--- config.mk ---
export PLATFORM = sky130hd
export DESIGN_NAME = if_stage
export DESIGN_NICKNAME = d
export VERILOG_FILES = /design/src/rtl/core_pkg.sv /design/src/rtl/if_stage.sv
export SDC_FILE = /design/constraint.sdc
export NUM_CORES = 1
export LEC_CHECK = 0
export BUFFER_PORTS_ARGS = -buffer_cell sky130_fd_sc_hd__buf_2
export CORE_MARGIN = 1.5
export CORE_UTILIZATION = 36
export DETAILED_ROUTE_END_ITERATION = 7
export SETUP_SLACK_MARGIN = 0.5
export SYNTH_ARGS = -nofsm -noshare
export SYNTH_HDL_FRONTEND = slang
export SYNTH_SLANG_ARGS = --single-unit
--- constraint.sdc ---
create_clock -name clk -period 3.7 [get_ports clk]
set_input_delay 0.185 -clock clk [delete_from_list [all_inputs] [get_ports clk]]
set_output_delay 0.185 -clock clk [all_outputs]
set_load 0.1 [all_outputs]
--- src/rtl/core_pkg.sv ---
// Core package with datapath widths, opcode enums and pipeline register structs
`default_nettype none

package core_pkg;

    localparam int XLEN       = 32;             // Data and address width
    localparam int REG_ADDR_W = 5;              // Register index width

    typedef logic [XLEN-1:0]       word_t;      // Data word
    typedef logic [REG_ADDR_W-1:0] reg_addr_t;  // Register index

    ////////////////////////////////////////////////////
    // Encodings
    ////////////////////////////////////////////////////
    typedef enum logic [6:0] {
        OP     = 7'b0110011,                    // Register-register ALU
        OP_IMM = 7'b0010011,                    // Register-immediate ALU
        LOAD   = 7'b0000011,                    // LW
        STORE  = 7'b0100011                     // SW
    } insn_op_e;

    typedef enum logic [2:0] {
        ALU_ADD,
        ALU_SUB,
        ALU_AND,
        ALU_OR,
        ALU_XOR
    } alu_op_e;

    typedef enum logic [1:0] {
        MEM_NONE,
        MEM_LOAD,
        MEM_STORE
    } mem_op_e;

    typedef enum logic [1:0] {
        FWD_NONE,                               // Take register file value
        FWD_EX,                                 // Take live ALU result
        FWD_MEM                                 // Take value about to retire
    } fwd_sel_e;

    ////////////////////////////////////////////////////
    // Pipeline registers
    ////////////////////////////////////////////////////
    typedef struct packed {
        logic  en;                              // Slot holds an instruction
        word_t pc;                              // Fetch address
        word_t insn;                            // Raw instruction word
    } if_id_t;

    typedef struct packed {
        logic      en;
        alu_op_e   alu_op;
        word_t     alu_in_0;                    // rs1 after forwarding
        word_t     alu_in_1;                    // rs2 or immediate
        mem_op_e   mem_op;
        word_t     mem_wr_data;                 // Store data
        reg_addr_t rd_addr;
        logic      gpr_we;
    } id_ex_t;

    typedef struct packed {
        logic      en;
        mem_op_e   mem_op;
        word_t     mem_wr_data;
        reg_addr_t rd_addr;
        logic      gpr_we;
        word_t     out;                         // ALU result or byte address
    } ex_mem_t;

    typedef struct packed {
        logic      we;
        reg_addr_t addr;
        word_t     data;
    } gpr_wr_t;

endpackage

`default_nettype wire

--- src/rtl/if_stage.sv ---
// Fetch stage holding the PC and the IF/ID pipeline register
`timescale 1ns/1ps
`default_nettype none

module if_stage #(
    parameter int              SPM_ADDR_W = 8,
    parameter core_pkg::word_t RESET_PC   = '0
) (
    input  wire                        clk,
    input  wire                        rst_n,
    input  wire                        run,        // Fetch enable level
    input  wire                        stall,      // Load-use hold
    output logic [SPM_ADDR_W-1:0]      insn_addr,  // Word address to SPM
    input  wire core_pkg::word_t       insn_data,  // Fetched word
    output core_pkg::if_id_t           if_id
);

    core_pkg::word_t pc;                            // Current fetch address

    assign insn_addr = pc[SPM_ADDR_W+1:2];          // Drop byte offset

    always_ff @(posedge clk) begin
        if (!rst_n) begin
            pc       <= RESET_PC;
            if_id.en <= 1'b0;
        end else if (!stall) begin
            if_id.en <= run;                        // Idle slot while stopped
            if (run) begin
                pc <= pc + 32'd4;
            end
        end
        if (run && !stall) begin                    // Payload follows each advance
            if_id.pc   <= pc;
            if_id.insn <= insn_data;
        end
    end

    // A load-use bubble is one cycle, so fetch never freezes twice in a row
    a_stall_single: assert property (@(posedge clk) disable iff (!rst_n)
        stall |=> !stall);

endmodule

`default_nettype wire

# After elaboration in Yosys (flattened, before gate mapping)
# Index checks and enable logic that the tools add are counted.
# word_totals
reg_bits,97
out_inout_bits,73
elab_cells,9
# op_classes
add_sub_neg,1
n_bitwise,1
n_reduce_logical,3
# op_table
op,count
adder 32 x 3 -> 32 bit (second input constant),1
AND reduction 2 bit,1
logical AND 1 bit,1
zero test 1 bit,1
inverter 1 bit,1

# Longest topological paths before layout
# depth
ltp_word,2
mapped_depth,6
mapped_depth_nobuf,4

# Worst setup path after synthesis
# No wires, ideal clock.
# synth_path
path_kind,in2reg
startpoint,in stall
endpoint,reg pc[5]
setup_ps,128
arrival_time_ps,2714
t_required_ps,3572
slack_ps,858
stages,5
path_cell_list,and2b_1 clkbuf_1 nand4_1 xor2_1 nor2_1
# synth_via
elab_chain_cells,2
# synth_rtl
item,line_no,rtl
start: declaration,if_stage.sv:12,"input wire stall,"
inverter 1 bit (no source line),-,
AND reduction 2 bit (no source line),-,
end signal: assignment,if_stage.sv:29,pc <= pc + 32'd4;
end: declaration,if_stage.sv:18,core_pkg::word_t pc;
# Every way passes these cells.
# A chain may end at the register's enable or synchronous reset.

# Final worst setup path
# layout_path
startpoint,reg pc[4]
endpoint,reg pc[26]
# layout_via
elab_chain_cells,1
# layout_rtl
item,line_no
adder 32 x 3 -> 32 bit,if_stage.sv:29
# Every way passes these cells.

==> metrics.md <==
| Metric | Value |
|---|---|
| Initial Util | `0.368` |
| Crit path time final | `around 2300 ps` |
| EDFF count, synth | `62` |
| Largest stage delay, worst path | `around 700 ps` |
| Req. time, crit path | `3980 ps` |
| Via-per-instance ratio | `4.92` |
| Netlist Area Pre-Place | `3390 µm²` |
| CTS Buffer Depth | `2` |
| First-pass GRT wire length | `10500 µm` |
| Reg2reg end | `pc[26]$_SDFFE_PN0P_` |
| Layout cells sized above 1 | `0.328` |
| Post-route ant nets | `0` |
| Vias in the first global route | `2176` |
| GRT overflow | `0` |
| Worst Setup EP | `pc[26]$_SDFFE_PN0P_` |
| Top cells by count, synth | `edfxtp_1 (62), dfxtp_1 (31), a21oi_1 (16)` |
| Final period util | `0.619` |
| Hold depth | `1` |
| Hold slack | `27.6 ps` |
| Setup TNS | `0 ps` |
| Status | `finished, final reports clean` |
| R2r setup slk | `1410 ps` |
| Crit. End Element | `register` |
| Routed len/inst | `approximately 14 µm` |
| VDD IR max | `around 0.17 mV` |
| Root buffer cell | `clkbuf_8` |
| Port Buffers | `106` |
| Width of the die | `100 µm` |
| Main combinational cell family by area after synthesis | `simple AND/OR/NAND/NOR gates` |
| DR vias | `around 2400` |
| Worst setup path start | `pc[4]$_SDFFE_PN0P_` |
| Synth area leader | `edfxtp_1` |
| Ys Warns | `0` |
| Die Footprint | `10000 µm²` |
| DP HPWL | `4310 µm` |
| HP Class | `primary input to register` |
| Final worst slack | `1410 ps` |
| RD Place Congestion | `about 0.75` |
| Setup Fix Bufs, Post-CTS | `0` |
| WP buf/inv | `0` |
| CTS tree | `built` |
| Maxcap violations | `0` |
| Ys flop type | `edfxtp_1` |
| Largest net degree at the start of global routing | `29` |
| Crit-path max FO | `19` |
| Total Routed Length | `6710 µm` |
| Nets | `410` |
| Pre-CTS WS | `roughly 1500 ps` |
| Worst-Skew Late Latency | `roughly 350 ps` |
| Die span in y | `100 µm` |
| Dpl cells | `443` |
| Crit-path leading delay family | `simple AND/OR/NAND/NOR gates` |
| Ys async rst share | `0` |
| Count leader, synth | `edfxtp_1` |
| Top-area cell type share of the netlist area | `0.549` |
| Crit-path cells | `and4b_1 > nand4_1 > or4_1 > a21oi_1` |
| I/O pins | `109` |
| TritonCTS buffer count | `9` |
| LEAKAGE | `1.73 nW` |
| Skew final | `between 7 and 8 ps` |
| Post-synthesis adder-cell area fraction | `0.00369` |
| Area post-placement | `3970 µm²` |
| CP Class | `register to register` |
| Layout Utilization | `0.483` |
| Setup Viol. Count Final | `0` |
| Seq cells post-synth | `93` |
| Post-Synth Simple-Gate Area | `0.129` |
| Relative slew slack | `0.518` |
| H-tree depth | `3` |
| Worst EP arrival | `~2600 ps` |
| Post-route DRC | `0` |
| DRT iter0 DRCs | `roughly 120` |
| R2R cell count | `4` |
| Post-Synth XOR/XNOR Area | `0.0284` |
| Fmax | `about 440 MHz` |
| Cells after Synth | `241` |
| # diodes | `0` |
| WP depth | `4` |
| Clock sink count | `93` |
| Compound-Gate Fraction of Synth Area | `0.0639` |
| Area contributors post-synth | `edfxtp_1 (55%), dfxtp_1 (18%), o31ai_1 (2.4%)` |
| Slowest CP cell | `or4_1` |
| Seq/Total Area, Yosys | `0.733` |
| Worst setup SP type | `register` |
| Yosys cell types | `35` |
| Tightest Pin Transition | `721 ps` |
| Critical R2R Launch | `pc[4]$_SDFFE_PN0P_` |
| GRT Total Usage | `0.135` |
| Tot Pwr | `2.07 mW` |
| Slew Limit Fails | `0` |
| Final Hold Fails | `0` |
| Cell Rows | `35` |
| Final cell count without fillers | `489` |
| Mux cell area share after synthesis | `0.00591` |
| Syn Area/Cell | `14.1 µm²` |
| Fill cell count | `818` |
| Cell Pwr Density | `465 nW/µm²` |
| RSZ-0062 raised after global routing | `false` |
| Core Area | `roughly 9200 µm²` |
| Reg clk slew, reported paths | `90 ps` |
| Total iterations of the first detailed-routing run | `4` |
| Initial antenna violation count | `0` |
| Post-Layout Inst Area | `4440 µm²` |
| Area delta synth->final | `31.0%` |
-- per-layer routing --
layer	vias to the layer above	GRT usage	wire, µm
met5	-	0	0
met2	88	0.207	2980
li1	1169	-	-
met1	1142	0.177	3130
met3	8	0.0348	489
met4	0	0.0683	109
-- where the power goes --
part	switching (mW)	internal [mW]
logic	0.276	0.0581
clock network	0.339	0.246
registers	0.00942	1.14
total	0.624	1.44
-- cell type report --
class	instances	area, µm²	area share
Timing Repair Buffer	138	846	0.191
Clock inverter	5	37.5	0.00846
Tap cell	111	139	0.0313
Inverter	3	11.3	0.00254
Sequential cell	93	2480	0.559
Multi-Input combinational cell	128	792	0.178
Clock buffer	11	131	0.0296
-- registers in the layout, summed over array words and instances, names as in the netlist --
| register | count |
|---|---|
| if_id | 63 |
| pc | 30 |
-- cells in the final DEF, fill, tap and decap left out, types with 3 or more instances in the layout --
master / instances
and3_1: 3
o21ai_0: 4
xor2_1: 8
nor4_1: 3
dfxtp_1: 31
nand4_1: 10
o31ai_1: 11
buf_2: 106
and2_1: 3
or4_1: 11
clkbuf_8: 9
xnor2_1: 3
and4_1: 3
nor2_1: 13
edfxtp_1: 62
nand2_1: 11
or3_1: 5
dlygate4sd3_1: 30
a21oi_1: 16
nand3_1: 9
-- worst min path at each step --
stage	start	end	slack [ps]
2_1_floorplan	insn_data[0]	if_id[0]$_DFFE_PP_	280
3_3_place_gp	insn_data[16]	if_id[16]$_DFFE_PP_	360
3_5_place_dp	insn_data[10]	if_id[10]$_DFFE_PP_	360
4_1_cts	insn_data[2]	if_id[2]$_DFFE_PP_	4
5_1_grt	insn_data[19]	if_id[19]$_DFFE_PP_	1
6_report	insn_data[19]	if_id[19]$_DFFE_PP_	30
-- logic make-up (layout without fill, tap and decap cells) --
kind of cell    Yosys count  after routing
flops                    93             93
simple gates             77             77
compound gates           35             35
buf+inv                  21            157
xor+xnor                 11             11
mux                       2              2
fa+ha+maj                 1              1
other cells               1              2
-- repair_timing --
item | CTS | global route
gates resized for setup | 0 | 0
hold endpoints to repair | 30 | 0
hold buffers | 30 | 0
No activity file was read; power rests on OpenSTA's default activity.
