--- src/rtl/core_pkg.sv ---
// Core package with datapath widths, opcode enums and pipeline register structs
`default_nettype none

package core_pkg;

    localparam int XLEN       = 32;             // Data and address width
    localparam int REG_ADDR_W = 5;              // Register index width

    typedef logic [XLEN-1:0]       word_t;      // Data word
    typedef logic [REG_ADDR_W-1:0] reg_addr_t;  // Register index

    ////////////////////////////////////////////////////
    // Encodings
    ////////////////////////////////////////////////////
    typedef enum logic [6:0] {
        OP     = 7'b0110011,                    // Register-register ALU
        OP_IMM = 7'b0010011,                    // Register-immediate ALU
        LOAD   = 7'b0000011,                    // LW
        STORE  = 7'b0100011                     // SW
    } insn_op_e;

    typedef enum logic [2:0] {
        ALU_ADD,
        ALU_SUB,
        ALU_AND,
        ALU_OR,
        ALU_XOR
    } alu_op_e;

    typedef enum logic [1:0] {
        MEM_NONE,
        MEM_LOAD,
        MEM_STORE
    } mem_op_e;

    typedef enum logic [1:0] {
        FWD_NONE,                               // Take register file value
        FWD_EX,                                 // Take live ALU result
        FWD_MEM                                 // Take value about to retire
    } fwd_sel_e;

    ////////////////////////////////////////////////////
    // Pipeline registers
    ////////////////////////////////////////////////////
    typedef struct packed {
        logic  en;                              // Slot holds an instruction
        word_t pc;                              // Fetch address
        word_t insn;                            // Raw instruction word
    } if_id_t;

    typedef struct packed {
        logic      en;
        alu_op_e   alu_op;
        word_t     alu_in_0;                    // rs1 after forwarding
        word_t     alu_in_1;                    // rs2 or immediate
        mem_op_e   mem_op;
        word_t     mem_wr_data;                 // Store data
        reg_addr_t rd_addr;
        logic      gpr_we;
    } id_ex_t;

    typedef struct packed {
        logic      en;
        mem_op_e   mem_op;
        word_t     mem_wr_data;
        reg_addr_t rd_addr;
        logic      gpr_we;
        word_t     out;                         // ALU result or byte address
    } ex_mem_t;

    typedef struct packed {
        logic      we;
        reg_addr_t addr;
        word_t     data;
    } gpr_wr_t;

endpackage

`default_nettype wire

--- src/rtl/mem_stage.sv ---
// Memory stage driving the SPM data port and the MEM/WB register
`timescale 1ns/1ps
`default_nettype none

module mem_stage #(
    parameter int SPM_ADDR_W = 8
) (
    input  wire                        clk,
    input  wire                        rst_n,
    input  wire core_pkg::ex_mem_t     ex_mem,
    output logic [SPM_ADDR_W-1:0]      data_addr,     // Word address
    output logic                       data_we,
    output core_pkg::word_t            data_wr,
    input  wire core_pkg::word_t       data_rd,       // Combinational read
    output core_pkg::word_t            mem_fwd_data,  // Result headed for WB
    output core_pkg::gpr_wr_t          wb
);

    assign data_addr    = ex_mem.out[SPM_ADDR_W+1:2];
    assign data_we      = ex_mem.en && (ex_mem.mem_op == core_pkg::MEM_STORE);
    assign data_wr      = ex_mem.mem_wr_data;
    assign mem_fwd_data = (ex_mem.mem_op == core_pkg::MEM_LOAD) ? data_rd : ex_mem.out;

    always_ff @(posedge clk) begin
        if (!rst_n) begin
            wb.we <= 1'b0;
        end else begin
            wb.we <= ex_mem.en && ex_mem.gpr_we;
        end
        wb.addr <= ex_mem.rd_addr;
        wb.data <= mem_fwd_data;                  // Same value that was forwarded
    end

endmodule

`default_nettype wire

--- config.mk ---
export PLATFORM = sky130hd
export DESIGN_NAME = mem_stage
export DESIGN_NICKNAME = d
export VERILOG_FILES = /design/src/rtl/core_pkg.sv /design/src/rtl/mem_stage.sv
export SDC_FILE = /design/constraint.sdc
export NUM_CORES = 1
export LEC_CHECK = 0
export BUFFER_PORTS_ARGS = -buffer_cell sky130_fd_sc_hd__buf_2
export CORE_MARGIN = 4
export CORE_UTILIZATION = 28
export CTS_CLUSTER_SIZE = 8
export DETAILED_ROUTE_END_ITERATION = 12
export HOLD_SLACK_MARGIN = 0.03
export PLACE_DENSITY = 0.76
export SLEW_MARGIN = 20
export SYNTH_ARGS = -nofsm -noshare
export SYNTH_HDL_FRONTEND = slang
export SYNTH_SLANG_ARGS = --single-unit
--- constraint.sdc ---
create_clock -name clk -period 0.8 [get_ports clk]
set_input_delay 0 -clock clk [delete_from_list [all_inputs] [get_ports clk]]
set_output_delay 0 -clock clk [all_outputs]
set_load 0.01 [all_outputs]
Word level (Yosys, flattened, before mapping)
Cells that the tools add are included.

Register bits after elaboration: 38. Latch bits: 0. Bits in writable memories: 0. Memory bits (read-only): 0. Bits of input ports: 107. Output and inout port bits: 111. Memories kept: 0.

Add/subtract/negate cells: 0. Multiply operators: 0. Div/mod/pow operators: 0. $lt $le $gt $ge: 0. Equality and inequality tests: 2. Shift-type cells: 0. Multiplexer cells: 1. Bitwise gates (word level): 0. Reduce and logical (&&, ||, !) cells: 2.

Operators by type and width (count): $mux W32 (1); $eq A2 B1 Y1 const B (1); $eq A2 B2 Y1 const B (1); $logic_and A1 B1 Y1 (2).

Depth between registers and ports, before layout
Gate-level depths: netlist (run 1).

Depth in word-level cells: 2. Gate-level depth with buffers: 4. Depth with buffers taken out: 2.

Least setup slack after synthesis (run 1)
Ideal clock, no wire load.

Path type: input port to flip-flop. Start point: in ex_mem[70] (netlist name). End point: reg wb[0] (netlist name). Library setup time: 129 ps. Arrival time: 701 ps. Path slack: -31 ps. Stages: 4. Path through: nor2b_4 buf_6 buf_12 mux2_4.

Longest elaborated chain between the ends: 2.

RTL lines: start: declaration (line mem_stage.sv:10) `input wire core_pkg::ex_mem_t ex_mem,`; $eq A2 B1 Y1 (line mem_stage.sv:22) `assign mem_fwd_data = (ex_mem.mem_op == core_pkg::MEM_LOAD) ? data_rd : ex_mem.out;`; $mux W32 (line mem_stage.sv:22); net mem_fwd_data[0] (line mem_stage.sv:15) `output core_pkg::word_t mem_fwd_data,`; end: declaration (line mem_stage.sv:16) `output core_pkg::gpr_wr_t wb`.

The timed path passes the listed nets, and every way through them passes these cells. A chain may end at the register's enable or synchronous reset.

Final worst setup path (run 1)
Start point: in ex_mem[71] (netlist name). End point: out mem_fwd_data[0].

Longest elaborated chain between the ends: 2.

RTL lines (line): $eq A2 B1 Y1 (mem_stage.sv:22); $mux W32 (mem_stage.sv:22); end: declaration (mem_stage.sv:15).

No other way between the ends.

==> metrics.csv, run 1 <==
metric;value;unit
status;complete, but fails checks;
violations;negative hold slack, negative setup slack;
drive_gt1_share;71.68;%
min_path_cells;2;
fp.dieH;84.37;um
post-dp-hpwl;4081;um
hold_viol;27;
worst-setup-path-type;primary input to primary output;
drc;0;
swShare;25.71;%
nFillCells;451;
fmaxAchievable;1013;MHz
p_seq_share;42.6;%
avgSynthCellArea;13.84;um2
whs;-37.49;ps
syn_inst;118;
grt_overflow;0;
end_kind;primary output;
met1_usage;13.43;%
fin_crit_sh;123.4;%
die-area;0.007117;mm2
antenna_found_initial;0;
worst_setup_path_start_kind;primary input;
clkSinkCount;38;
met2_usage;30.99;%
ys_seq_elements;38;
cts_tree;built;
rsz0062_at_grt;true;
synth_warnings;0;
via_per_inst;4.101;
maxSlewHeadroom;89.55;%
synth-compound-area-share;0;%
ios;218;
p_total;4839;uW
top_register;wb;
wl_per_cell;16.67;um
slew_violations;0;
final_common_cell;buf_2;
vdd_ir_drop_max;0.7114;mV
syn2layout_area_growth;82.91;%
cts_buffers;5;
seq_area_frac_synth;46.59;%
p_leak;0.001545;uW
cp_slowest_cell;mux2_4;
synth_fp_nets;225;
synthAdderAreaFrac;0;%
holdBufCountCts;40;
clkPwrFrac;27.4;%
vias;1468;
synth.distinct_cells;10;
ant_nets;0;
layout_common_cells;119 x buf_2, 40 x dlygate4sd3_1, 38 x dfxtp_1;
setup_viol_count_final;32;
fin_crit;987.2;ps
num_rows;27;
netSwitchingPower;1244;uW
grt_pass1_wl;8714;um
p_per_area;1620;mW/mm2
cts_root_buf;clkbuf_8;
combPwrFrac;30.0;%
grt_pass1_vias;1675;
synth_top_family_by_area;multiplexers;
core_area;0.005574;mm2
critPathMaxFanout;7;
worstMarginPinSlew;156.2;ps
grt_max_degree;27;
path_clk_slew;70;ps
firstDrtPassIters;2;
worstPathRequired;800;ps
grt_busiest_layer;met2;
drt_wl_total;5967;um
first_iter_violations;22;
cp_cell_sequence;buf_6 > nor2b_4 > buf_12 > clkbuf_16 > mux2_4 > buf_6;
hold_path.class;primary input to flip-flop;
gp_congestion;0.7390;
synth_xor_area_share;0;%
start_util;29.29;%
cpPeakStageDelay;310;ps
reg_top3;wb (38);
post-route-util;53.58;%
fin_nets;392;
p_int;3595;uW
clock_path_buffers;2;
grt_util_met3;7.066;%
worst_slack;-187.2;ps
diodes;0;
dieWidth;84.37;um
critPathArrivalTime;990;ps
portBuffers;153;
cts_max_level;2;
largest_reg_flops;38;
yosys.area_share.simple;1.686;%
synth_mux_area_share;28.97;%
cpMostUsedCell;buf_6;
netlist_area;0.001633;mm2
maxCapViolations;0;
grtUsageTotal;15.27;%
==> synthesized netlist by cell type, drive strengths merged <==
| cell | number | area share (%) |
|---|---|---|
| nand2 | 1 | 0.23 |
| nor2b | 1 | 0.84 |
| dfxtp | 38 | 47 |
| and3 | 1 | 0.38 |
| buf | 44 | 23 |
| nor2 | 1 | 0.23 |
| mux2 | 32 | 29 |
==> power groups by stage <==
stage	registers (uW)	clock network, uW	logic (uW)
6_report	2060	1320	1450
5_1_grt	2070	1440	1550
4_1_cts	2060	1370	1370
3_5_place_dp	2110	0	970
3_3_place_gp	2100	0	949
2_1_floorplan	2190	0	593
==> critical path: cells and delay by family <==
| kind | cells | cell delay, ps |
|---|---|---|
| buffers and inverters | 4 | 520 |
| multiplexers | 1 | 310 |
| AND/OR/NAND/NOR | 1 | 150 |
==> final timing paths <==
check / endpoint / from
max: mem_fwd_data[0] / ex_mem[71]
min: wb[19] / data_rd[19]
==> kinds of logic (layout without fill, tap and decap cells) <==
logic type    Yosys count  in the layout
mux                    32             32
buf+inv                44            212
simple gates            4              4
flops                  38             38
==> layer usage <==
layer  share of wire (%)  up-vias
met5                   0        -
met4                 1.1        0
met3                  12        7
met2                  56      131
met1                  31      654
li1                    -      676
==> through the flow <==
| stage | setup WS, ps | cell area (um2) | instances | setup TNS, ps |
|---|---|---|---|---|
| floorplan | -30.84 | 1633 | 118 | -925.1 |
| global placement | -187.3 | 2145 | 301 | -8502 |
| detailed placement | -231.7 | 2145 | 301 | -10740 |
| CTS | -219.1 | 2858 | 351 | -5165 |
| global route | -212.4 | 2987 | 358 | -5529 |
| finish | -187.2 | 2987 | 358 | -4759 |
==> cell type report <==
type                            instances  area [um2]  area share [%]
Clock buffer                            6       82.58           2.765
Clock inverter                          2       12.51          0.4189
Multi-Input combinational cell         36       508.0           17.01
Sequential cell                        38       760.7           25.47
Tap cell                               72       90.09           3.016
Timing Repair Buffer                  204        1533           51.32
==> what timing repair did <==
item,CTS,global route
endpoints found under the setup margin,32,32
gates resized for setup,34,8
endpoints found under the hold margin,69,27
buffers inserted,2,5
gates cloned,0,3
(Power assumes the default switching activity.)
==> inputs of run 2 (changes only) <==
Settings changed: BUFFER_PORTS_ARGS -buffer_cell sky130_fd_sc_hd__buf_2 to not set, CAP_MARGIN set to 20, CORE_AREA set to 4 4 83 85, CORE_MARGIN 4 to not set, CORE_UTILIZATION 28 to not set, DIE_AREA set to 0 0 87 89, DONT_BUFFER_PORTS set to 1, PLACE_DENSITY 0.76 to not set, SKIP_LAST_GASP set to 1.
==> metrics.csv, run 2 (synthesis results as in run 1) <==
metric;value;unit
cpMostUsedCell;buf_12;
fin_crit;805.2;ps
clock_path_buffers;2;
cts_buffers;5;
fin_cells;207;
portBuffers;0;
p_total;4811;uW
critPathArrivalTime;810;ps
maxSlewHeadroom;85.11;%
dieWidth;87;um
fp.dieH;89;um
die-area;0.007743;mm2
cpPeakStageDelay;330;ps
path_buf_inv;2;
ios;218;
fin_nets;236;
top_register;wb;
wl_per_cell;21.12;um
netSwitchingPower;1034;uW
firstDrtPassIters;3;
worst_setup_path_start_kind;primary input;
path_clk_slew;70;ps
drt_wl_total;4372;um
clkPwrFrac;40.3;%
final_common_cell;dlygate4sd3_1;
hold_viol;32;
combPwrFrac;14.7;%
nFillCells;577;
clkSinkCount;38;
syn2layout_area_growth;25.90;%
fmaxAchievable;1242;MHz
worst-setup-path-type;primary input to primary output;
hold_path.class;primary input to flip-flop;
holdBufCountCts;40;
worstMarginPinSlew;222.5;ps
ant_nets;0;
layout_common_cells;40 x dlygate4sd3_1, 38 x dfxtp_1, 31 x mux2_4;
cts_root_buf;clkbuf_8;
critPathMaxFanout;9;
antenna_found_initial;0;
core_area;0.006205;mm2
cpLargestDelayFamily;multiplexers;
worstPathRequired;800;ps
vdd_ir_drop_max;1.097;mV
grt_pass1_vias;985;
rsz0062_at_grt;true;
setup_viol_count_final;3;
status;complete, but fails checks;
drive_gt1_share;37.69;%
cts_max_level;2;
cts_tree;built;
grt_overflow;0;
drc;0;
slew_violations;0;
start_util;26.32;%
p_per_area;2340;mW/mm2
p_seq_share;45.0;%
p_int;3777;uW
via_per_inst;4.357;
gp_congestion;0.6002;
whs;-118.0;ps
vias;902;
swShare;21.49;%
maxCapViolations;0;
first_iter_violations;9;
cp_cell_sequence;nor2b_4 > buf_12 > buf_12 > mux2_4;
post-dp-hpwl;3211;um
p_leak;0.0008811;uW
placedCellCount;155;
cp_slowest_cell;mux2_4;
end_kind;primary output;
grtUsageTotal;9.292;%
reg_top3;wb (38);
diodes;0;
grt_max_degree;14;
largest_reg_flops;38;
worst_slack;-5.162;ps
violations;negative hold slack, negative setup slack;
grt_pass1_wl;5285;um
fin_crit_sh;100.6;%
num_rows;29;
## run 2: cell count changes in the layout (fill, tap and decap cells not counted), moves of 2 or more
cell | previous run | this run
buf_2 | 119 | 0
buf_12 | 2 | 4
buf_4 | 5 | 1
bufinv_16 | 0 | 2
buf_6 | 35 | 1
## run 2: what timing repair did
action	CTS	global route
cloned	1	1
setup endpoints to repair	17	32
gates resized for setup	1	2
setup buffers	2	0
endpoints found under the hold margin	78	40
## run 2: worst paths after layout
kind                        from                to  cells after the start
worst max-delay path  ex_mem[70]  mem_fwd_data[29]                      4
worst min-delay path  ex_mem[31]            wb[31]                      1
## run 2: area by class of cell
type | instances | area [um2] | area share, %
Sequential cell | 38 | 760.7 | 37.01
Timing Repair Buffer | 48 | 551.8 | 26.84
Multi-Input combinational cell | 36 | 504.2 | 24.53
Tap cell | 77 | 96.34 | 4.687
Clock buffer | 6 | 82.58 | 4.017
Clock inverter | 2 | 60.06 | 2.921
## run 2: through the flow
stage	setup slack (ps)	util (%)	TNS [ps]	instance area [um2]
finish	-5.162	33.13	-12.23	2056
global route	-39.38	33.13	-771.7	2056
CTS	-9.280	32.61	-39.77	2023
detailed placement	-148.8	22.77	-4231	1413
global placement	-128.8	22.77	-3382	1413
floorplan	-30.84	-	-925.1	1633
## run 2: power by group through the flow
| stage | combinational (uW) | sequential (uW) | clock, uW |
|---|---|---|---|
| finish | 706 | 2170 | 1940 |
| CTS | 698 | 2170 | 2010 |
| detailed placement | 438 | 2220 | 0 |
| global placement | 428 | 2220 | 0 |
| floorplan | 593 | 2190 | 0 |
| global route | 748 | 2180 | 2070 |
## run 2: routing by layer
| metal | global-route usage [%] | up-vias | wire (um) |
|---|---|---|---|
| met5 | 0 | - | 0 |
| met2 | 18.36 | 126 | 2514 |
| met4 | 4.674 | 0 | 55 |
| met3 | 4.608 | 4 | 635 |
| li1 | - | 366 | - |
| met1 | 7.438 | 406 | 1166 |
