**src/rtl/core_pkg.sv**
```systemverilog
// Core package with datapath widths, opcode enums and pipeline register structs
`default_nettype none

package core_pkg;

    localparam int XLEN       = 32;             // Data and address width
    localparam int REG_ADDR_W = 5;              // Register index width

    typedef logic [XLEN-1:0]       word_t;      // Data word
    typedef logic [REG_ADDR_W-1:0] reg_addr_t;  // Register index

    ////////////////////////////////////////////////////
    // Encodings
    ////////////////////////////////////////////////////
    typedef enum logic [6:0] {
        OP     = 7'b0110011,                    // Register-register ALU
        OP_IMM = 7'b0010011,                    // Register-immediate ALU
        LOAD   = 7'b0000011,                    // LW
        STORE  = 7'b0100011                     // SW
    } insn_op_e;

    typedef enum logic [2:0] {
        ALU_ADD,
        ALU_SUB,
        ALU_AND,
        ALU_OR,
        ALU_XOR
    } alu_op_e;

    typedef enum logic [1:0] {
        MEM_NONE,
        MEM_LOAD,
        MEM_STORE
    } mem_op_e;

    typedef enum logic [1:0] {
        FWD_NONE,                               // Take register file value
        FWD_EX,                                 // Take live ALU result
        FWD_MEM                                 // Take value about to retire
    } fwd_sel_e;

    ////////////////////////////////////////////////////
    // Pipeline registers
    ////////////////////////////////////////////////////
    typedef struct packed {
        logic  en;                              // Slot holds an instruction
        word_t pc;                              // Fetch address
        word_t insn;                            // Raw instruction word
    } if_id_t;

    typedef struct packed {
        logic      en;
        alu_op_e   alu_op;
        word_t     alu_in_0;                    // rs1 after forwarding
        word_t     alu_in_1;                    // rs2 or immediate
        mem_op_e   mem_op;
        word_t     mem_wr_data;                 // Store data
        reg_addr_t rd_addr;
        logic      gpr_we;
    } id_ex_t;

    typedef struct packed {
        logic      en;
        mem_op_e   mem_op;
        word_t     mem_wr_data;
        reg_addr_t rd_addr;
        logic      gpr_we;
        word_t     out;                         // ALU result or byte address
    } ex_mem_t;

    typedef struct packed {
        logic      we;
        reg_addr_t addr;
        word_t     data;
    } gpr_wr_t;

endpackage

`default_nettype wire

```
**src/rtl/id_stage.sv**
```systemverilog
// Decode stage with operand forwarding, immediate build and the ID/EX register
`timescale 1ns/1ps
`default_nettype none

module id_stage (
    input  wire                        clk,
    input  wire                        rst_n,
    input  wire                        stall,         // Insert bubble
    input  wire core_pkg::if_id_t      if_id,
    output core_pkg::reg_addr_t        rs1_addr,      // To register file
    output core_pkg::reg_addr_t        rs2_addr,
    input  wire core_pkg::word_t       rs1_data,      // From register file
    input  wire core_pkg::word_t       rs2_data,
    input  wire core_pkg::fwd_sel_e    rs1_fwd_sel,
    input  wire core_pkg::fwd_sel_e    rs2_fwd_sel,
    input  wire core_pkg::word_t       ex_fwd_data,   // Live ALU result
    input  wire core_pkg::word_t       mem_fwd_data,  // Value about to retire
    output core_pkg::id_ex_t           id_ex
);

    core_pkg::insn_op_e  op;
    core_pkg::reg_addr_t rd;
    core_pkg::word_t     imm_i;
    core_pkg::word_t     imm_s;
    core_pkg::word_t     rs1_val;                   // rs1 after forwarding
    core_pkg::word_t     rs2_val;                   // rs2 after forwarding
    core_pkg::alu_op_e   alu_op;
    core_pkg::mem_op_e   mem_op;
    logic                gpr_we;
    logic                valid;                     // Slot survives into EX

    function automatic core_pkg::word_t pick_operand(
        input core_pkg::fwd_sel_e sel,
        input core_pkg::word_t    gpr_val,
        input core_pkg::word_t    ex_val,
        input core_pkg::word_t    mem_val
    );
        case (sel)
            core_pkg::FWD_EX:  return ex_val;
            core_pkg::FWD_MEM: return mem_val;
            default:           return gpr_val;
        endcase
    endfunction

    ////////////////////////////////////////////////////
    // Field extraction
    ////////////////////////////////////////////////////
    assign op       = core_pkg::insn_op_e'(if_id.insn[6:0]);
    assign rd       = if_id.insn[11:7];
    assign rs1_addr = if_id.insn[19:15];
    assign rs2_addr = if_id.insn[24:20];
    assign imm_i    = {{20{if_id.insn[31]}}, if_id.insn[31:20]};
    assign imm_s    = {{20{if_id.insn[31]}}, if_id.insn[31:25], if_id.insn[11:7]};
    assign rs1_val  = pick_operand(rs1_fwd_sel, rs1_data, ex_fwd_data, mem_fwd_data);
    assign rs2_val  = pick_operand(rs2_fwd_sel, rs2_data, ex_fwd_data, mem_fwd_data);
    assign valid    = if_id.en && !stall;

    always_comb begin
        alu_op = core_pkg::ALU_ADD;                 // Loads and stores add
        mem_op = core_pkg::MEM_NONE;
        gpr_we = 1'b0;
        case (op)
            core_pkg::OP, core_pkg::OP_IMM: begin
                gpr_we = 1'b1;
                case (if_id.insn[14:12])            // funct3
                    3'b100:  alu_op = core_pkg::ALU_XOR;
                    3'b110:  alu_op = core_pkg::ALU_OR;
                    3'b111:  alu_op = core_pkg::ALU_AND;
                    default: begin
                        if (op == core_pkg::OP && if_id.insn[30]) begin
                            alu_op = core_pkg::ALU_SUB;     // funct7 bit 5
                        end
                    end
                endcase
            end
            core_pkg::LOAD: begin
                mem_op = core_pkg::MEM_LOAD;
                gpr_we = 1'b1;
            end
            core_pkg::STORE: mem_op = core_pkg::MEM_STORE;
            default: ;                              // Unknown opcode retires nothing
        endcase
    end

    always_ff @(posedge clk) begin
        if (!rst_n) begin
            id_ex.en     <= 1'b0;
            id_ex.gpr_we <= 1'b0;
            id_ex.mem_op <= core_pkg::MEM_NONE;
        end else begin
            id_ex.en     <= valid;
            id_ex.gpr_we <= valid && gpr_we && (rd != '0);  // x0 never written
            id_ex.mem_op <= valid ? mem_op : core_pkg::MEM_NONE;
        end
        id_ex.alu_op      <= alu_op;
        id_ex.alu_in_0    <= rs1_val;
        id_ex.alu_in_1    <= (op == core_pkg::OP)    ? rs2_val :
                             (op == core_pkg::STORE) ? imm_s : imm_i;
        id_ex.mem_wr_data <= rs2_val;
        id_ex.rd_addr     <= rd;
    end

    // Bubble goes to EX while the stalled instruction waits in IF/ID
    a_bubble: assert property (@(posedge clk) disable iff (!rst_n)
        stall |=> (!id_ex.en && $stable(if_id)));

endmodule

`default_nettype wire

```
**config.mk**
```make
export PLATFORM = sky130hd
export DESIGN_NAME = id_stage
export DESIGN_NICKNAME = d
export VERILOG_FILES = /design/src/rtl/core_pkg.sv /design/src/rtl/id_stage.sv
export SDC_FILE = /design/constraint.sdc
export NUM_CORES = 1
export LEC_CHECK = 0
export BUFFER_PORTS_ARGS = -buffer_cell sky130_fd_sc_hd__buf_2
export CAP_MARGIN = 20
export CORE_AREA = 2 2 122 124
export DETAILED_ROUTE_END_ITERATION = 12
export DIE_AREA = 0 0 124 126
export GPL_TIMING_DRIVEN = 0
export PLACE_DENSITY = 0.67
export SETUP_SLACK_MARGIN = 0.5
export SLEW_MARGIN = 40
export SYNTH_ARGS = -nofsm -noshare
export SYNTH_HDL_FRONTEND = slang
export SYNTH_SLANG_ARGS = --single-unit
```
**constraint.sdc**
```tcl
create_clock -name clk -period 2.28 [get_ports clk]
set_input_delay 0.114 -clock clk [delete_from_list [all_inputs] [get_ports clk]]
set_output_delay 0.114 -clock clk [all_outputs]
set_load 0.05 [all_outputs]
```
Word level (Yosys, flattened, before mapping)
Index checks and enable logic that the tools add are counted.
{"block": "totals", "reg_bits": 108, "latch_bits": 0, "mem_bits_rw": 0, "mem_bits_ro": 0, "in_bits": 200, "output_inout_bits": 118, "elab_cells": 36, "mem_count": 0}
{"block": "op_classes", "n_addsub": 0, "multipliers": 0, "div_mod_pow": 0, "order_cmp": 0, "n_eq_ne": 11, "shift": 0, "mux": 8, "n_bitwise": 0, "reduce_logical": 9}
{"cell": "$pmux W32 S2", "n": 2}
{"cell": "$mux W32", "n": 1}
{"cell": "$eq A7 B6 Y1 const B", "n": 2}
{"cell": "$eq A3 B3 Y1 const B", "n": 3}
{"cell": "$pmux W3 S3", "n": 1}
{"cell": "$eq A7 B2 Y1 const B", "n": 1}
{"cell": "$eq A7 B5 Y1 const B", "n": 1}
{"cell": "$mux W5", "n": 1}
{"cell": "$reduce_bool A5 Y1", "n": 1}
{"cell": "$eq A2 B1 Y1 const B", "n": 2}
{"cell": "$eq A2 B2 Y1 const B", "n": 2}
{"cell": "$logic_and A1 B1 Y1", "n": 4}
{"cell": "$pmux W2 S2", "n": 1}
{"cell": "$reduce_or A3 Y1", "n": 1}
{"cell": "$mux W1", "n": 2}
{"cell": "$reduce_and A2 Y1", "n": 1}
{"cell": "$reduce_or A2 Y1", "n": 1}
{"cell": "$logic_not A1 Y1", "n": 1}

Depth between registers and ports, before layout
{"block": "depth", "depth_word": 5, "depth_mapped": 7, "depth_no_buf": 5}

Worst setup path before layout
No wires, ideal clock.
{"block": "synth_timing", "path_kind": "input to register", "from": "input rs2_fwd_sel[0]", "to": "register id_ex[40] (netlist name)", "setup_ns": 0.121, "arrival_ns": 1.264, "required_time_ns": 2.159, "setup_slack_ns": 0.895, "path_stages": 7, "path_buffers": 2, "path_cell_list": "inv_1 > ha_1 > buf_2 > buf_1 > nand3_1 > o221ai_1 > mux2_2"}
{"block": "synth_via", "elab_chain_len": 3, "elab_cells_between_ends": 4, "classes_between": "eq/ne (2); mux (2)"}
{"element": "start, declared", "line_no": "id_stage.sv:15", "text": "input wire core_pkg::fwd_sel_e rs2_fwd_sel,"}
{"element": "$eq A2 B2 Y1 / $eq A2 B1 Y1 (equally long branches)", "line_no": "id_stage.sv:38", "text": "case (sel)"}
{"element": "$pmux W32 S2 (*)", "line_no": "id_stage.sv:38"}
{"element": "$mux W32 (*)", "line_no": "id_stage.sv:97", "text": "id_ex.alu_in_1 <= (op == core_pkg::OP) ? rs2_val :"}
{"element": "end, declared", "line_no": "id_stage.sv:18", "text": "output core_pkg::id_ex_t id_ex"}
Every way passes the cells marked *; elsewhere a longest branch is shown, timed or not.
A chain may end at the register's enable or synchronous reset.

Worst setup path after layout
{"block": "layout_timing", "from": "input rs1_fwd_sel[0]", "to": "register id_ex[76] (netlist name)"}
{"block": "layout_via", "elab_chain_len": 2, "elab_cells_between_ends": 3, "classes_between": "eq/ne (2); mux (1)"}
{"element": "start, declared", "line_no": "id_stage.sv:14", "text": "input wire core_pkg::fwd_sel_e rs1_fwd_sel,"}
{"element": "$eq A2 B2 Y1 / $eq A2 B1 Y1 (equally long branches)", "line_no": "id_stage.sv:38"}
{"element": "$pmux W32 S2 (*)", "line_no": "id_stage.sv:38"}
{"element": "via rs1_val[4]", "line_no": "id_stage.sv:25", "text": "core_pkg::word_t rs1_val;"}
The timed path passes the listed nets; every way through them passes the cells marked *.

==> key figures <==
Finish
  • Layout Cells excl Fill: 959
  • Antenna diodes: 0
  • Commonest non-fill, non-tap cell in the layout: buf_2
  • Most frequent cells in the layout: buf_2 (283), dfxtp_1 (108), a22oi_1 (64), dlygate4sd3_1 (64), nand2_1 (61)
  • Layout area overhead: 61.9%
  • Largest reg by FF count: id_ex
  • Layout Utilization: a little under half
  • Fraction of layout cells with a size suffix above 1: 41.9%
  • Number of flip-flops in the largest register: roughly 110
  • Biggest registers after layout: id_ex x108
  • Final nets: 975

Worst hold path
  • Min-delay worst type: input pin to flop
  • Min-Delay Path Depth: 3
  • HP Start: rs1_data[31]
  • Hold Path End: id_ex[103]

Power
  • Static leakage: 3.22 nW
  • Worst IR drop on VDD: 384 µV
  • Total power: 5.06 mW
  • Pwr dens: roughly 760 nW/µm²

Clock network
  • CTS Root Cell: clkbuf_16
  • CTS sink cnt: ~110
  • Max Root-Sink Buffers: 2
  • Post-CTS setup buffers: 0
  • CTS H-tree lvls: 3
  • TritonCTS clock tree: built
  • Clk slew on worst S/H paths: 0.07 ns
  • CTS Buf Count: 9

STA
  • Worst slew pin tran: 0.889 ns
  • Tmin final: 1.63 ns
  • Tcrit/Tclk final: 71.6%
  • Final hold vios: 0
  • Endpoints failing setup: 0
  • Setup TNS: 0 ns
  • Fin. max-slew vios: 0
  • Unrepaired setup endpoints after global routing: false
  • F_max: 613 MHz
  • Relative slew slack: 40.8%
  • Hold Slack: 0.0126 ns

Synthesis
  • Register bit count reported by yosys: roughly 110
  • Adder-cell share of the synthesized area: under 10%
  • Post-Synth Simple-Gate Area: 8.99%
  • XOR/XNOR share of the synthesized area: 0%
  • YS warnings: 0
  • Post-synthesis mux area share: 9.99%
  • Synth top area cells: dfxtp_1 (53%), a22oi_1 (12%), o21ai_0 (7.2%)
  • Post-synthesis sequential area ratio: between 50% and 60%
  • Post-Syn Nets: 621
  • Compound-Gate Fraction of Synth Area: just over 20%
  • Mapped Cells: 417
  • Post-synthesis cell type count: 29
  • Largest family of logic cells by synthesized area: compound AO/OA/AOI/OAI gates
  • Post-Syn Area per Cell: 9.85 µm²
  • Yosys top cell by area: dfxtp_1
  • Mapped cell area: just over 4000 µm²
  • Post-synth top area share: 52.7%

Global route
  • Overflow after GRT: 0
  • Vias in the first global route: 4,550
  • Tot GR Track Use: 21.0%
  • First-pass GRT wire length: 24,200 µm
  • Largest net degree at the start of global routing: 19
  • Initial antenna violation count: 1

Routing
  • Drt drc: 0
  • Vias per cell: roughly 4.8
  • DRT Pass-1 Iters: 5
  • Wirelength per Cell: around 18 µm
  • Number of DRC markers in iteration 0: 136
  • Via count: about 4.6k
  • Post-Route WL: 16,800 µm
  • ANT nets after route: 0

Worst setup path
  • Crit Path Class: input pin to flop
  • CP Capture Type: flop
  • Most frequent CP cell: clkbuf_1
  • Largest fanout on the critical path: 10
  • CP cell instances: buf_2, inv_1, ha_1, clkbuf_1, clkbuf_1, nand2_1, o21ai_0
  • CP max-delay cell: clkbuf_1
  • Critical Path Source Type: input pin
  • CP max stage delay: around 0.63 ns
  • Critical path arrival: roughly 1.9 ns
  • CP required: 2.55 ns

Die
  • Full die area: 15,600 µm²
  • Floorplan row count: between 40 and 50
  • CORE AREA: 14,300 µm²
  • I/O Pins: 318
  • DIE WIDTH: about 120 µm
  • Die H: 126 µm
  • Initial Util: approximately 29%

Place
  • Post-DP HPWL: ~12,000 µm
  • Final GP Congestion: around 0.8
  • Post-placement cell count: 880
  • PortBufs: 279

Outcome
  • Status: finished, final reports clean

Flow run
  • Max-Cap Viols: 0
## cell families after synthesis
group           count (synthesis)
compound gates                131
flops                         108
simple gates                   80
buf+inv                        57
mux                            37
fa+ha+maj                       4
## report_power, final
part / switching, mW / internal [mW]
sequential: 0.0382 / 2.05
combinational: 1.05 / 0.429
clock: 0.742 / 0.748
total: 1.83 / 3.23
## cell type report
cell class                 count  area, µm²
buffer                        42        215
clock buffer                   9        225
sequential                   108       2160
multi-input combinational    252       1670
tap                          184        230
clock inverter                 6       48.8
timing repair buffer         343       2040
fill                        1407       7670
inverter                      15       56.3
## stage by stage
| step | setup WS (ns) | instance area [µm²] |
|---|---|---|
| after global routing | 0.528 | 6650 |
| after CTS | 0.643 | 6650 |
| final | 0.648 | 6650 |
| after floorplan | 0.895 | 4110 |
| after global placement | 0.305 | 5730 |
| after detailed placement | 0.270 | 5730 |
## critical path, delay by kind of cell
kind                       cells  cell delay (ns)
AOI/OAI and AO/OA              1             0.11
and+or+nand+nor                1             0.11
buffers and inverters          4             1.30
adders and majority gates      1             0.26
## synth_stat cells
master / number
a221oi_1: 1
inv_1: 15
o21ba_2: 1
dfxtp_1: 108
nand2b_1: 2
clkbuf_1: 25
a21oi_1: 1
and4bb_2: 1
a22oi_1: 64
buf_1: 1
nand3b_1: 3
nor4_1: 1
nor4b_1: 1
mux2i_1: 5
o21ai_0: 59
mux2_1: 20
nor3b_1: 1
o221ai_1: 5
buf_6: 2
nand2_1: 61
ha_1: 4
nor3_1: 1
and3b_1: 1
mux2_2: 12
nand3_1: 5
nand4b_4: 1
nor2_1: 2
buf_4: 10
buf_2: 4
## worst max-delay path by stage
stage               cells past startpoint           start         to  slack [ns]
floorplan                               7  rs2_fwd_sel[0]  id_ex[40]        0.89
global placement                        7  rs2_fwd_sel[0]  id_ex[70]        0.31
detailed placement                      7  rs1_fwd_sel[0]  id_ex[76]        0.27
CTS                                     7  rs1_fwd_sel[0]  id_ex[76]        0.64
global route                            7  rs2_fwd_sel[1]  id_ex[50]        0.53
finish                                  7  rs1_fwd_sel[0]  id_ex[76]        0.65
## timing repair
action                                 CTS  global route
gates resized for setup                  0             0
hold buffers                            64             0
endpoints found under the hold margin   63             0
## per-layer routing
layer,part of all wire [%],up-vias,GRT usage [%]
met1,38,2117,22.4
met3,9.5,28,5.89
met5,0.10,-,0
met2,50,247,37.4
met4,2.6,2,10.4
li1,-,2179,-
(Power assumes the default switching activity.)
