File: src/rtl/core_pkg.sv
// Core package with datapath widths, opcode enums and pipeline register structs
`default_nettype none

package core_pkg;

    localparam int XLEN       = 32;             // Data and address width
    localparam int REG_ADDR_W = 5;              // Register index width

    typedef logic [XLEN-1:0]       word_t;      // Data word
    typedef logic [REG_ADDR_W-1:0] reg_addr_t;  // Register index

    ////////////////////////////////////////////////////
    // Encodings
    ////////////////////////////////////////////////////
    typedef enum logic [6:0] {
        OP     = 7'b0110011,                    // Register-register ALU
        OP_IMM = 7'b0010011,                    // Register-immediate ALU
        LOAD   = 7'b0000011,                    // LW
        STORE  = 7'b0100011                     // SW
    } insn_op_e;

    typedef enum logic [2:0] {
        ALU_ADD,
        ALU_SUB,
        ALU_AND,
        ALU_OR,
        ALU_XOR
    } alu_op_e;

    typedef enum logic [1:0] {
        MEM_NONE,
        MEM_LOAD,
        MEM_STORE
    } mem_op_e;

    typedef enum logic [1:0] {
        FWD_NONE,                               // Take register file value
        FWD_EX,                                 // Take live ALU result
        FWD_MEM                                 // Take value about to retire
    } fwd_sel_e;

    ////////////////////////////////////////////////////
    // Pipeline registers
    ////////////////////////////////////////////////////
    typedef struct packed {
        logic  en;                              // Slot holds an instruction
        word_t pc;                              // Fetch address
        word_t insn;                            // Raw instruction word
    } if_id_t;

    typedef struct packed {
        logic      en;
        alu_op_e   alu_op;
        word_t     alu_in_0;                    // rs1 after forwarding
        word_t     alu_in_1;                    // rs2 or immediate
        mem_op_e   mem_op;
        word_t     mem_wr_data;                 // Store data
        reg_addr_t rd_addr;
        logic      gpr_we;
    } id_ex_t;

    typedef struct packed {
        logic      en;
        mem_op_e   mem_op;
        word_t     mem_wr_data;
        reg_addr_t rd_addr;
        logic      gpr_we;
        word_t     out;                         // ALU result or byte address
    } ex_mem_t;

    typedef struct packed {
        logic      we;
        reg_addr_t addr;
        word_t     data;
    } gpr_wr_t;

endpackage

`default_nettype wire

File: src/rtl/hazard_ctrl.sv
// Hazard control picking operand forwarding and detecting load-use stalls
`timescale 1ns/1ps
`default_nettype none

module hazard_ctrl (
    input  wire core_pkg::word_t       if_insn,       // Instruction in decode
    input  wire core_pkg::id_ex_t      id_ex,
    input  wire core_pkg::ex_mem_t     ex_mem,
    output core_pkg::fwd_sel_e         rs1_fwd_sel,
    output core_pkg::fwd_sel_e         rs2_fwd_sel,
    output logic                       stall
);

    core_pkg::insn_op_e  op;
    core_pkg::reg_addr_t rs1;
    core_pkg::reg_addr_t rs2;
    logic                rs1_used;
    logic                rs2_used;
    logic                ex_load;                   // Load result not ready yet

    function automatic core_pkg::fwd_sel_e fwd_pick(
        input core_pkg::reg_addr_t rs,
        input core_pkg::id_ex_t    ex,
        input core_pkg::ex_mem_t   mem
    );
        if (rs == '0) begin
            return core_pkg::FWD_NONE;
        end
        if (ex.en && ex.gpr_we && (ex.mem_op != core_pkg::MEM_LOAD) && (ex.rd_addr == rs)) begin
            return core_pkg::FWD_EX;                // Youngest producer wins
        end
        if (mem.en && mem.gpr_we && (mem.rd_addr == rs)) begin
            return core_pkg::FWD_MEM;
        end
        return core_pkg::FWD_NONE;
    endfunction

    assign op       = core_pkg::insn_op_e'(if_insn[6:0]);
    assign rs1      = if_insn[19:15];
    assign rs2      = if_insn[24:20];
    assign rs1_used = (op == core_pkg::OP) || (op == core_pkg::OP_IMM) ||
                      (op == core_pkg::LOAD) || (op == core_pkg::STORE);
    assign rs2_used = (op == core_pkg::OP) || (op == core_pkg::STORE);

    assign rs1_fwd_sel = fwd_pick(rs1, id_ex, ex_mem);
    assign rs2_fwd_sel = fwd_pick(rs2, id_ex, ex_mem);

    assign ex_load = id_ex.en && id_ex.gpr_we && (id_ex.mem_op == core_pkg::MEM_LOAD);
    assign stall   = ex_load && ((rs1_used && (rs1 == id_ex.rd_addr)) ||
                                 (rs2_used && (rs2 == id_ex.rd_addr)));

endmodule

`default_nettype wire

File: config.mk
export PLATFORM = sky130hd
export DESIGN_NAME = hazard_ctrl
export DESIGN_NICKNAME = d
export VERILOG_FILES = /design/src/rtl/core_pkg.sv /design/src/rtl/hazard_ctrl.sv
export SDC_FILE = /design/constraint.sdc
export NUM_CORES = 1
export LEC_CHECK = 0
export BUFFER_PORTS_ARGS = -buffer_cell sky130_fd_sc_hd__buf_2
export CORE_AREA = 2 2 84 86
export DETAILED_ROUTE_END_ITERATION = 12
export DIE_AREA = 0 0 86 88
export PLACE_DENSITY = 0.54
export SYNTH_ARGS = -nofsm -noshare
export SYNTH_HDL_FRONTEND = slang
export SYNTH_SLANG_ARGS = --single-unit
File: constraint.sdc
create_clock -name vclk -period 1.1
set_clock_uncertainty 0.05 [all_clocks]
set_input_delay 0.165 -clock vclk [all_inputs]
set_output_delay 0.165 -clock vclk [all_outputs]
set_load 0.02 [all_outputs]
# Word-level counts from Yosys, hierarchy flattened
# Cells that the tools add are included.
dict set report word_totals {
  regBits 0
  wordCells 54
  in_bits 213
}
dict set report classes {
  n_reduce_logical 18
  eq_ne 12
  n_mux 24
}
# op n
set op_table {}
lappend op_table {{$eq 5x5->1} 6}
lappend op_table {{$mux 2} 12}
lappend op_table {{$eq 7x6->1 const B} 2}
lappend op_table {{$mux 1} 12}
lappend op_table {{$logic_and 1x1->1} 11}
lappend op_table {{$logic_not 5->1} 2}
lappend op_table {{$eq 7x2->1 const B} 1}
lappend op_table {{$eq 7x5->1 const B} 1}
lappend op_table {{$logic_or 1x1->1} 5}
lappend op_table {{$eq 2x1->1 const B} 1}
lappend op_table {{$ne 2x1->1 const B} 1}

# Logic depth before layout (Yosys ltp)
# Gate-level depths: netlist (run 1).
dict set report logic_depth {
  depth_word 10
  mapped_depth 4
  depth_no_buf 4
}

# Worst setup path after synthesis (run 1)
# Ideal clock, no wire load.
dict set report synth_path {
  path_type {input to output}
  from {input port id_ex[1] (netlist bit)}
  to {output port rs1_fwd_sel[0]}
  path_stages 4
  slack_ns -0.344
  required_ns 0.885
  arrival_time_ns 1.229
  path_buffers 0
  path_cell_list {xor2_1 nor3_1 nand3_1 nor4_1}
}
dict set report synth_via {
  elab_chain_cells 7
}
# item line_no
set synth_rtl {}
lappend synth_rtl {{start: declaration} hazard_ctrl.sv:7} ;# input wire core_pkg::id_ex_t id_ex,
lappend synth_rtl {{$eq 5x5->1 *} hazard_ctrl.sv:29} ;# if (ex.en && ex.gpr_we && (ex.mem_op != core_pkg::MEM_LOAD) && (ex.rd_addr == rs)) begin
lappend synth_rtl {{$logic_and 1x1->1 *} hazard_ctrl.sv:29}
lappend synth_rtl {{$mux 2} hazard_ctrl.sv:29}
lappend synth_rtl {{$mux 2} hazard_ctrl.sv:32} ;# if (mem.en && mem.gpr_we && (mem.rd_addr == rs)) begin
lappend synth_rtl {{$mux 2} hazard_ctrl.sv:35} ;# return core_pkg::FWD_NONE;
lappend synth_rtl {{$mux 2 *} hazard_ctrl.sv:32}
lappend synth_rtl {{$mux 2 *} hazard_ctrl.sv:29}
lappend synth_rtl {{end: declaration} hazard_ctrl.sv:9} ;# output core_pkg::fwd_sel_e rs1_fwd_sel,
# Every way passes the cells marked *; elsewhere a longest branch is shown, timed or not. The select of a mux whose other input is x is not followed.

# Worst setup path after layout (run 1)
dict set report layout_path {
  from {input port if_insn[16]}
  to {output port rs1_fwd_sel[1]}
}
dict set report layout_via {
  elab_chain_cells 8
}
# item line_no
set layout_rtl {}
lappend layout_rtl {{start: declaration} hazard_ctrl.sv:6} ;# input wire core_pkg::word_t if_insn,
lappend layout_rtl {{$eq 5x5->1} hazard_ctrl.sv:32}
lappend layout_rtl {{$logic_and 1x1->1} hazard_ctrl.sv:32}
lappend layout_rtl {{$mux 1 (2 in series)} hazard_ctrl.sv:32}
lappend layout_rtl {{$mux 1} hazard_ctrl.sv:29}
lappend layout_rtl {{$mux 2} hazard_ctrl.sv:35}
lappend layout_rtl {{$mux 2} hazard_ctrl.sv:32}
lappend layout_rtl {{$mux 2 *} hazard_ctrl.sv:29}
# Marks and branches as above.

==> results of run 1 <==
-- per-stage QoR --
stage / area [um2] / total power [mW] / worst slack (ns) / utilization
CTS: 891 / 0.264 / -0.432 / 0.134
detailed placement: 790 / 0.235 / -0.581 / 0.119
finish: 897 / 0.263 / -0.396 / 0.135
global placement: 790 / 0.234 / -0.579 / 0.119
floorplan: 364 / 0.0829 / -0.159 / -
global route: 897 / 0.290 / -0.440 / 0.135
-- path summary, 6_finish.rpt --
path        start        endpoint  slack, ns  cells past startpoint
max   if_insn[16]  rs1_fwd_sel[1]      -0.40                      6
min    if_insn[1]           stall       0.64                      4
-- Yosys cell counts --
cell and count:
a21oi_1 1, nor2_4 1, o311a_1 1, inv_1 2, xnor2_1 6, nand3_1 3, or4_4 1, nor3b_1 1
a221oi_1 1, nor2_1 7, nor2b_1 2, o22ai_1 1, nand2_1 2, or4_1 1, nand4_1 2, xor2_1 12
nor3_1 2, nor4_1 2, and3_1 1
-- metal layers --
metal / share of wire / wire length, um / vias up
li1: - / - / 285
met1: 0.41 / 716 / 246
met2: 0.52 / 911 / 21
met3: 0.048 / 83 / 4
met4: 0.018 / 32 / 0
met5: 0 / 0 / -
-- report_power, final --
| group | internal (mW) | leakage (nW) | switching, mW |
|---|---|---|---|
| Sequential | 0 | 0 | 0 |
| Clock | 0 | 0 | 0 |
| Combinational | 0.149 | 0.386 | 0.115 |
| Total | 0.149 | 0.386 | 0.115 |
-- cells by family after synthesis --
kind of cell              after synthesis
and+or+nand+nor                        25
xor gates and xnor gates               18
buffers and inverters                   2
AOI/OAI and AO/OA                       4
-- final cells by class --
type	instances	area [um2]
timing repair buffer	55	395
inverter	2	7.51
multi-input combinational	47	394
tap	80	100
fill	732	5750
-- what timing repair did --
action,4_1_cts,5_1_grt
pin swaps,10,4
gates cloned,0,0
setup endpoints to repair,5,5
buffers inserted,1,0
resized for setup,23,2
-- worst min-delay path, cell delays in order --
cell	delay, ns
buf_2	0.10
nand4_1	0.08
a21oi_2	0.03
buf_4	0.15
==> reports/metrics.yaml, run 1 <==
final_hold_viol_count: 0
tightest_slew_ns: 0.309
grt_setup_unrepaired: "yes"
crit_arrival_ns: 1.28
synthAdderAreaFrac: 0
synth_top_family_by_area: "XOR/XNOR gates"
violations: "setup timing"
hold_slack_ns: 0.636
final_cell_mix: "27 x buf_2, 18 x buf_4, 12 x xor2_1"
die_w_um: 86
coreArea_um2: 6640
slowest_delay_ns: 0.55
drv_slew: 0
regArea_um2: 0
layout_commonest_cell: "buf_2"
use_met1: 0.0563
rows: 30
fin_crit_sh: 1.36
ys.warnings.count: 0
drive_gt1_frac: 0.663
wl_per_cell_um: 9.48
grt_antenna_before_repair: 0
synthSimpleGateAreaFrac: 0.418
routed_wl_um: 1740
synth_xor_area_frac: 0.470
nNetsFinal: 319
synth.yosys.seq_area_share: 0
dp_hpwl_um: 1590
muxShareOfSynthArea: 0
gr-usage-all-layers: 0.0436
overflow: 0
timing.fmax_mhz: 668
power.leakage_nw: 0.386
via_per_inst: 3.02
syn_inst: 49
drtIter0Drc: 5
cp.required_ns: 0.88
slew_headroom: 0.792
die_y_um: 88
path_cells: "buf_2 -> or4_4 -> nor2_4 -> nor2b_2 -> o311a_1 -> buf_6"
synth_compound_area_frac: 0.0896
start_util: 0.0505
synth_cell_types: 19
grt_pass1_wl_um: 2690
gp_congestion: 0.708
top_usage_layer: "met2"
peakVddDrop_uv: 132
synthTopCellsByArea: "xor2_1 31%, xnor2_1 16%, nor2_1 7.8%, nand3_1 4.5%, nand4_1 3.7%"
seq_cells: 0
cp-end-kind: "primary output"
grt_use_met3: 0.00377
hold_class: "input pin to primary output"
dieArea_um2: 7570
ios: 218
fin_ws_ns: -0.396
grt_start_max_net_pins: 5
ctsHoldBuffers: 0
critPathTopFamily: "simple AND/OR/NAND/NOR gates"
max-cap-violations: 0
cp_slowest_cell: "or4_4"
cp-start-kind: "input pin"
cp_max_fo: 4
first_pass_iters: 4
antenna_cells: 0
criticalPathCategory: "input pin to primary output"
final.min_clock_period_ns: 1.50
cellPowerDensity_nw_per_um2: 294
drcViolationCount: 0
avgSynthCellArea_um2: 6.84
path_buf_inv: 2
syn-num-nets: 262
synth_area_leader_cell: "xor2_1"
ant_nets: 0
area_delta_synth_final_pct: 168
met2_usage: 0.0789
synth_top_area_frac: 0.313
fin_cells: 184
status: "complete, but fails checks"
placedCellCount: 183
tns_ns: -1.72
numPortBuffers: 37
first_global_vias: 572
syn_area_um2: 335
vias: 556
finalSetupViolations: 5
nClkBuffers: 0
Power figures use the tool's default switching activity.
==> run 2, diff against run 1 <==
- CELL_PAD_IN_SITES_DETAIL_PLACEMENT: unset -> 1
- CELL_PAD_IN_SITES_GLOBAL_PLACEMENT: unset -> 1
- PLACE_DENSITY: 0.54 -> 0.95
==> run 2 against run 1 <==
Effect of this change: flip-flop and latch count is the same; critical path type unchanged; worst hold slack lost 0.023 ns; worst setup slack lost 0.030 ns; sequential share of layout area is the same; critical path depth is the same; routed wire length grew 16%; the run still ends with setup timing left; final cell count grew 0.54%; core utilization grew 0.38 points; fmax shrank 2.0%; first-iteration DRC count grew to 3.0 times the previous value.
==> reports/metrics.yaml, run 2 (synthesized netlist as in run 1, its figures left out) <==
fillers: 781
grt_start_max_net_pins: 5
p_int_uw: 159
antenna_cells: 0
fin_area_um2: 922
drcViolationCount: 0
power.leakage_nw: 0.400
peakVddDrop_uv: 118
tns_ns: -1.75
violations: "setup timing"
die_y_um: 88
first_global_vias: 678
timing.fmax_mhz: 655
crit_arrival_ns: 1.31
multiInputGateArea_um2: 388
p_total_uw: 278
hold_slack_ns: 0.614
ios: 218
power_switching_uw: 119
die_w_um: 86
pwr-share-clk: 0
gr-usage-all-layers: 0.0486
cellPowerDensity_nw_per_um2: 302
ctsHoldBuffers: 0
first_pass_iters: 4
finalSetupViolations: 5
cp_max_fo: 3
rows: 30
slew_headroom: 0.750
numPortBuffers: 37
regArea_um2: 0
grt_antenna_before_repair: 0
layout_commonest_cell: "buf_2"
cp-start-kind: "input pin"
start_util: 0.0505
final_hold_viol_count: 0
routed_wl_um: 2020
fin_ws_ns: -0.426
status: "complete, but fails checks"
nClkBuffers: 0
area_delta_synth_final_pct: 175
power_frac_comb: 1.000
p_seq_frac: 0
grt_pass1_wl_um: 3080
gp_congestion: 0.745
coreArea_um2: 6640
overflow: 0
final.min_clock_period_ns: 1.53
hold_class: "input pin to primary output"
final_cell_mix: "23 x buf_2, 18 x buf_4, 13 x buf_6"
cp.required_ns: 0.88
drv_slew: 0
dieArea_um2: 7570
nNetsFinal: 320
seq_cells: 0
placedInstanceArea_um2: 785
vias: 587
max-cap-violations: 0
fin_crit_sh: 1.39
ant_nets: 0
startpoint: "id_ex[4]"
grt_setup_unrepaired: "yes"
via_per_inst: 3.17
drive_gt1_frac: 0.667
p_sw_frac: 0.428
crit_path_end: "rs1_fwd_sel[1]"
tightest_slew_ns: 0.371
cp-end-kind: "primary output"
criticalPathCategory: "input pin to primary output"
drtIter0Drc: 15
wl_per_cell_um: 10.9
==> run 2: changes by cell type in the layout (fill, tap and decap cells not counted), sizes merged <==
cell  before  now
buf       55   56
==> run 2: how the worst min path moves through the flow <==
stage	start	end	slack, ns	cells after the start
2_1_floorplan	if_insn[1]	stall	0.41	2
3_3_place_gp	if_insn[1]	stall	0.64	4
3_5_place_dp	if_insn[1]	stall	0.64	4
4_1_cts	if_insn[1]	stall	0.64	4
5_1_grt	if_insn[1]	stall	0.63	4
6_report	if_insn[1]	stall	0.61	4
==> run 2: worst max-delay path: stages <==
cell and delay, ns:
buf_8 0.10, xor2_2 0.16, nor3_2 0.22, nand3_2 0.15
o311a_1 0.37, buf_6 0.14
==> run 2: through the flow <==
stage / setup WS (ns) / instances / utilization
finish: -0.426 / 185 / 0.139
detailed placement: -0.455 / 184 / 0.118
global placement: -0.423 / 184 / 0.118
global route: -0.482 / 185 / 0.139
floorplan: -0.159 / 49 / -
CTS: -0.411 / 185 / 0.130
==> run 2: final cells by class <==
| cell class | count | area share |
|---|---|---|
| inverters | 2 | 0.00814 |
| repair buffers | 56 | 0.463 |
| well taps | 80 | 0.109 |
| multi-input cells | 47 | 0.421 |
==> run 2: power groups by stage <==
stage                     sequential [mW]  combinational (mW)  clock (mW)
after floorplan                         0              0.0829           0
after global placement                  0               0.227           0
after detailed placement                0               0.239           0
after CTS                               0               0.259           0
after global routing                    0               0.303           0
final                                   0               0.278           0
==> run 2: timing repair <==
item,CTS,global route
gates cloned,0,0
setup buffers,1,0
endpoints found under the setup margin,5,5
resized for setup,21,14
pin swaps,7,7
==> run 2: layer usage <==
layer	vias to the layer above	global-route usage	share of wire
met1	276	0.0457	0.30
met5	-	0	0
li1	284	-	-
met4	0	0.00722	0.011
met3	2	0.00566	0.054
met2	25	0.110	0.63
==> run 3, diff against run 2 <==
- REMOVE_ABC_BUFFERS: unset -> 1
==> run 3 against run 2 <==
Effect of this change: the flow still finishes with violations (setup timing); fmax grew 1.0%; largest power group unchanged; final area shrank 1.6%; worst hold slack gained 0.028 ns; global-route usage grew 0.33 points; die area is the same; core utilization shrank 0.23 points; combinational power shrank 2%.
==> reports/metrics.yaml, run 3 (synthesized netlist as in run 1, its figures left out) <==
status: "complete, but fails checks"
violations: "setup timing"
peakVddDrop_uv: 112
slew_headroom: 0.753
cp-start-kind: "input pin"
grt_pass1_wl_um: 3020
drtIter0Drc: 0
final_hold_viol_count: 0
tightest_slew_ns: 0.370
fin_area_um2: 907
p_total_uw: 272
overflow: 0
routed_wl_um: 2170
die_y_um: 88
hold_slack_ns: 0.642
timing.fmax_mhz: 662
layout_commonest_cell: "buf_2"
antenna_cells: 0
tns_ns: -1.75
cellPowerDensity_nw_per_um2: 300
fin_ws_ns: -0.410
grt_setup_unrepaired: "yes"
coreArea_um2: 6640
ctsHoldBuffers: 0
die_w_um: 86
gr-usage-all-layers: 0.0520
fin_crit_sh: 1.37
via_per_inst: 3.11
drv_slew: 0
crit_arrival_ns: 1.30
fillers: 785
drive_gt1_frac: 0.660
cp-end-kind: "primary output"
numPortBuffers: 37
pre_cts_ws_ns: -0.508
start_util: 0.0505
placedInstanceArea_um2: 733
vias: 569
wl_per_cell_um: 11.8
ios: 218
power.leakage_nw: 0.387
final.min_clock_period_ns: 1.51
cp_max_fo: 3
final_cell_mix: "25 x buf_2, 17 x buf_4, 11 x xor2_1, 11 x buf_6, 6 x xnor2_1"
area_delta_synth_final_pct: 171
hold_class: "input pin to primary output"
max-cap-violations: 0
finalSetupViolations: 5
nNetsFinal: 318
criticalPathCategory: "input pin to primary output"
regArea_um2: 0
seq_cells: 0
dieArea_um2: 7570
hold_depth: 4
gp_congestion: 0.738
grt_antenna_before_repair: 0
nClkBuffers: 0
ant_nets: 0
dp_hpwl_um: 1790
first_global_vias: 615
drcViolationCount: 0
grt_start_max_net_pins: 5
rows: 30
first_pass_iters: 1
cp.required_ns: 0.88
-- run 3: cell types whose count changed in the layout (fill, tap and decap cells not counted), sizes merged --
cell,previous run,this run
buf,56,54
-- run 3: worst max-delay path: stages --
cell and delay, ns:
buf_2 0.13, xor2_1 0.15, nor3_2 0.22, nand3_2 0.14
o311a_1 0.32, buf_2 0.17
-- run 3: metrics by stage --
stage,cells,util
2_1_floorplan,49,-
3_5_place_dp,181,0.110
3_3_place_gp,181,0.110
6_report,183,0.137
4_1_cts,183,0.130
5_1_grt,183,0.137
-- run 3: routing by layer --
layer	GRT usage	part of all wire
met1	0.0547	0.35
met4	0	0
met5	0	0
met2	0.116	0.60
met3	0.00377	0.047
-- run 3: worst paths after layout --
path	startpoint	slack, ns	to
setup / recovery	if_insn[19]	-0.41	rs1_fwd_sel[1]
hold / removal	if_insn[5]	0.64	stall
-- run 3: cell type report --
cell class                      instances  area [um2]  area share
Multi-Input combinational cell         47         408       0.450
Inverter                                2        7.51     0.00828
Timing Repair Buffer                   54         392       0.432
Tap cell                               80         100       0.110
-- run 3: power breakdown --
part | switching [mW] | total [mW] | internal [mW]
Combinational | 0.123 | 0.272 | 0.149
Sequential | 0 | 0 | 0
Clock | 0 | 0 | 0
-- run 3: what timing repair did --
action | CTS | global route
buffers inserted | 2 | 0
setup endpoints to repair | 5 | 5
cloned | 0 | 0
gates resized for setup | 27 | 8
pin swaps | 12 | 8
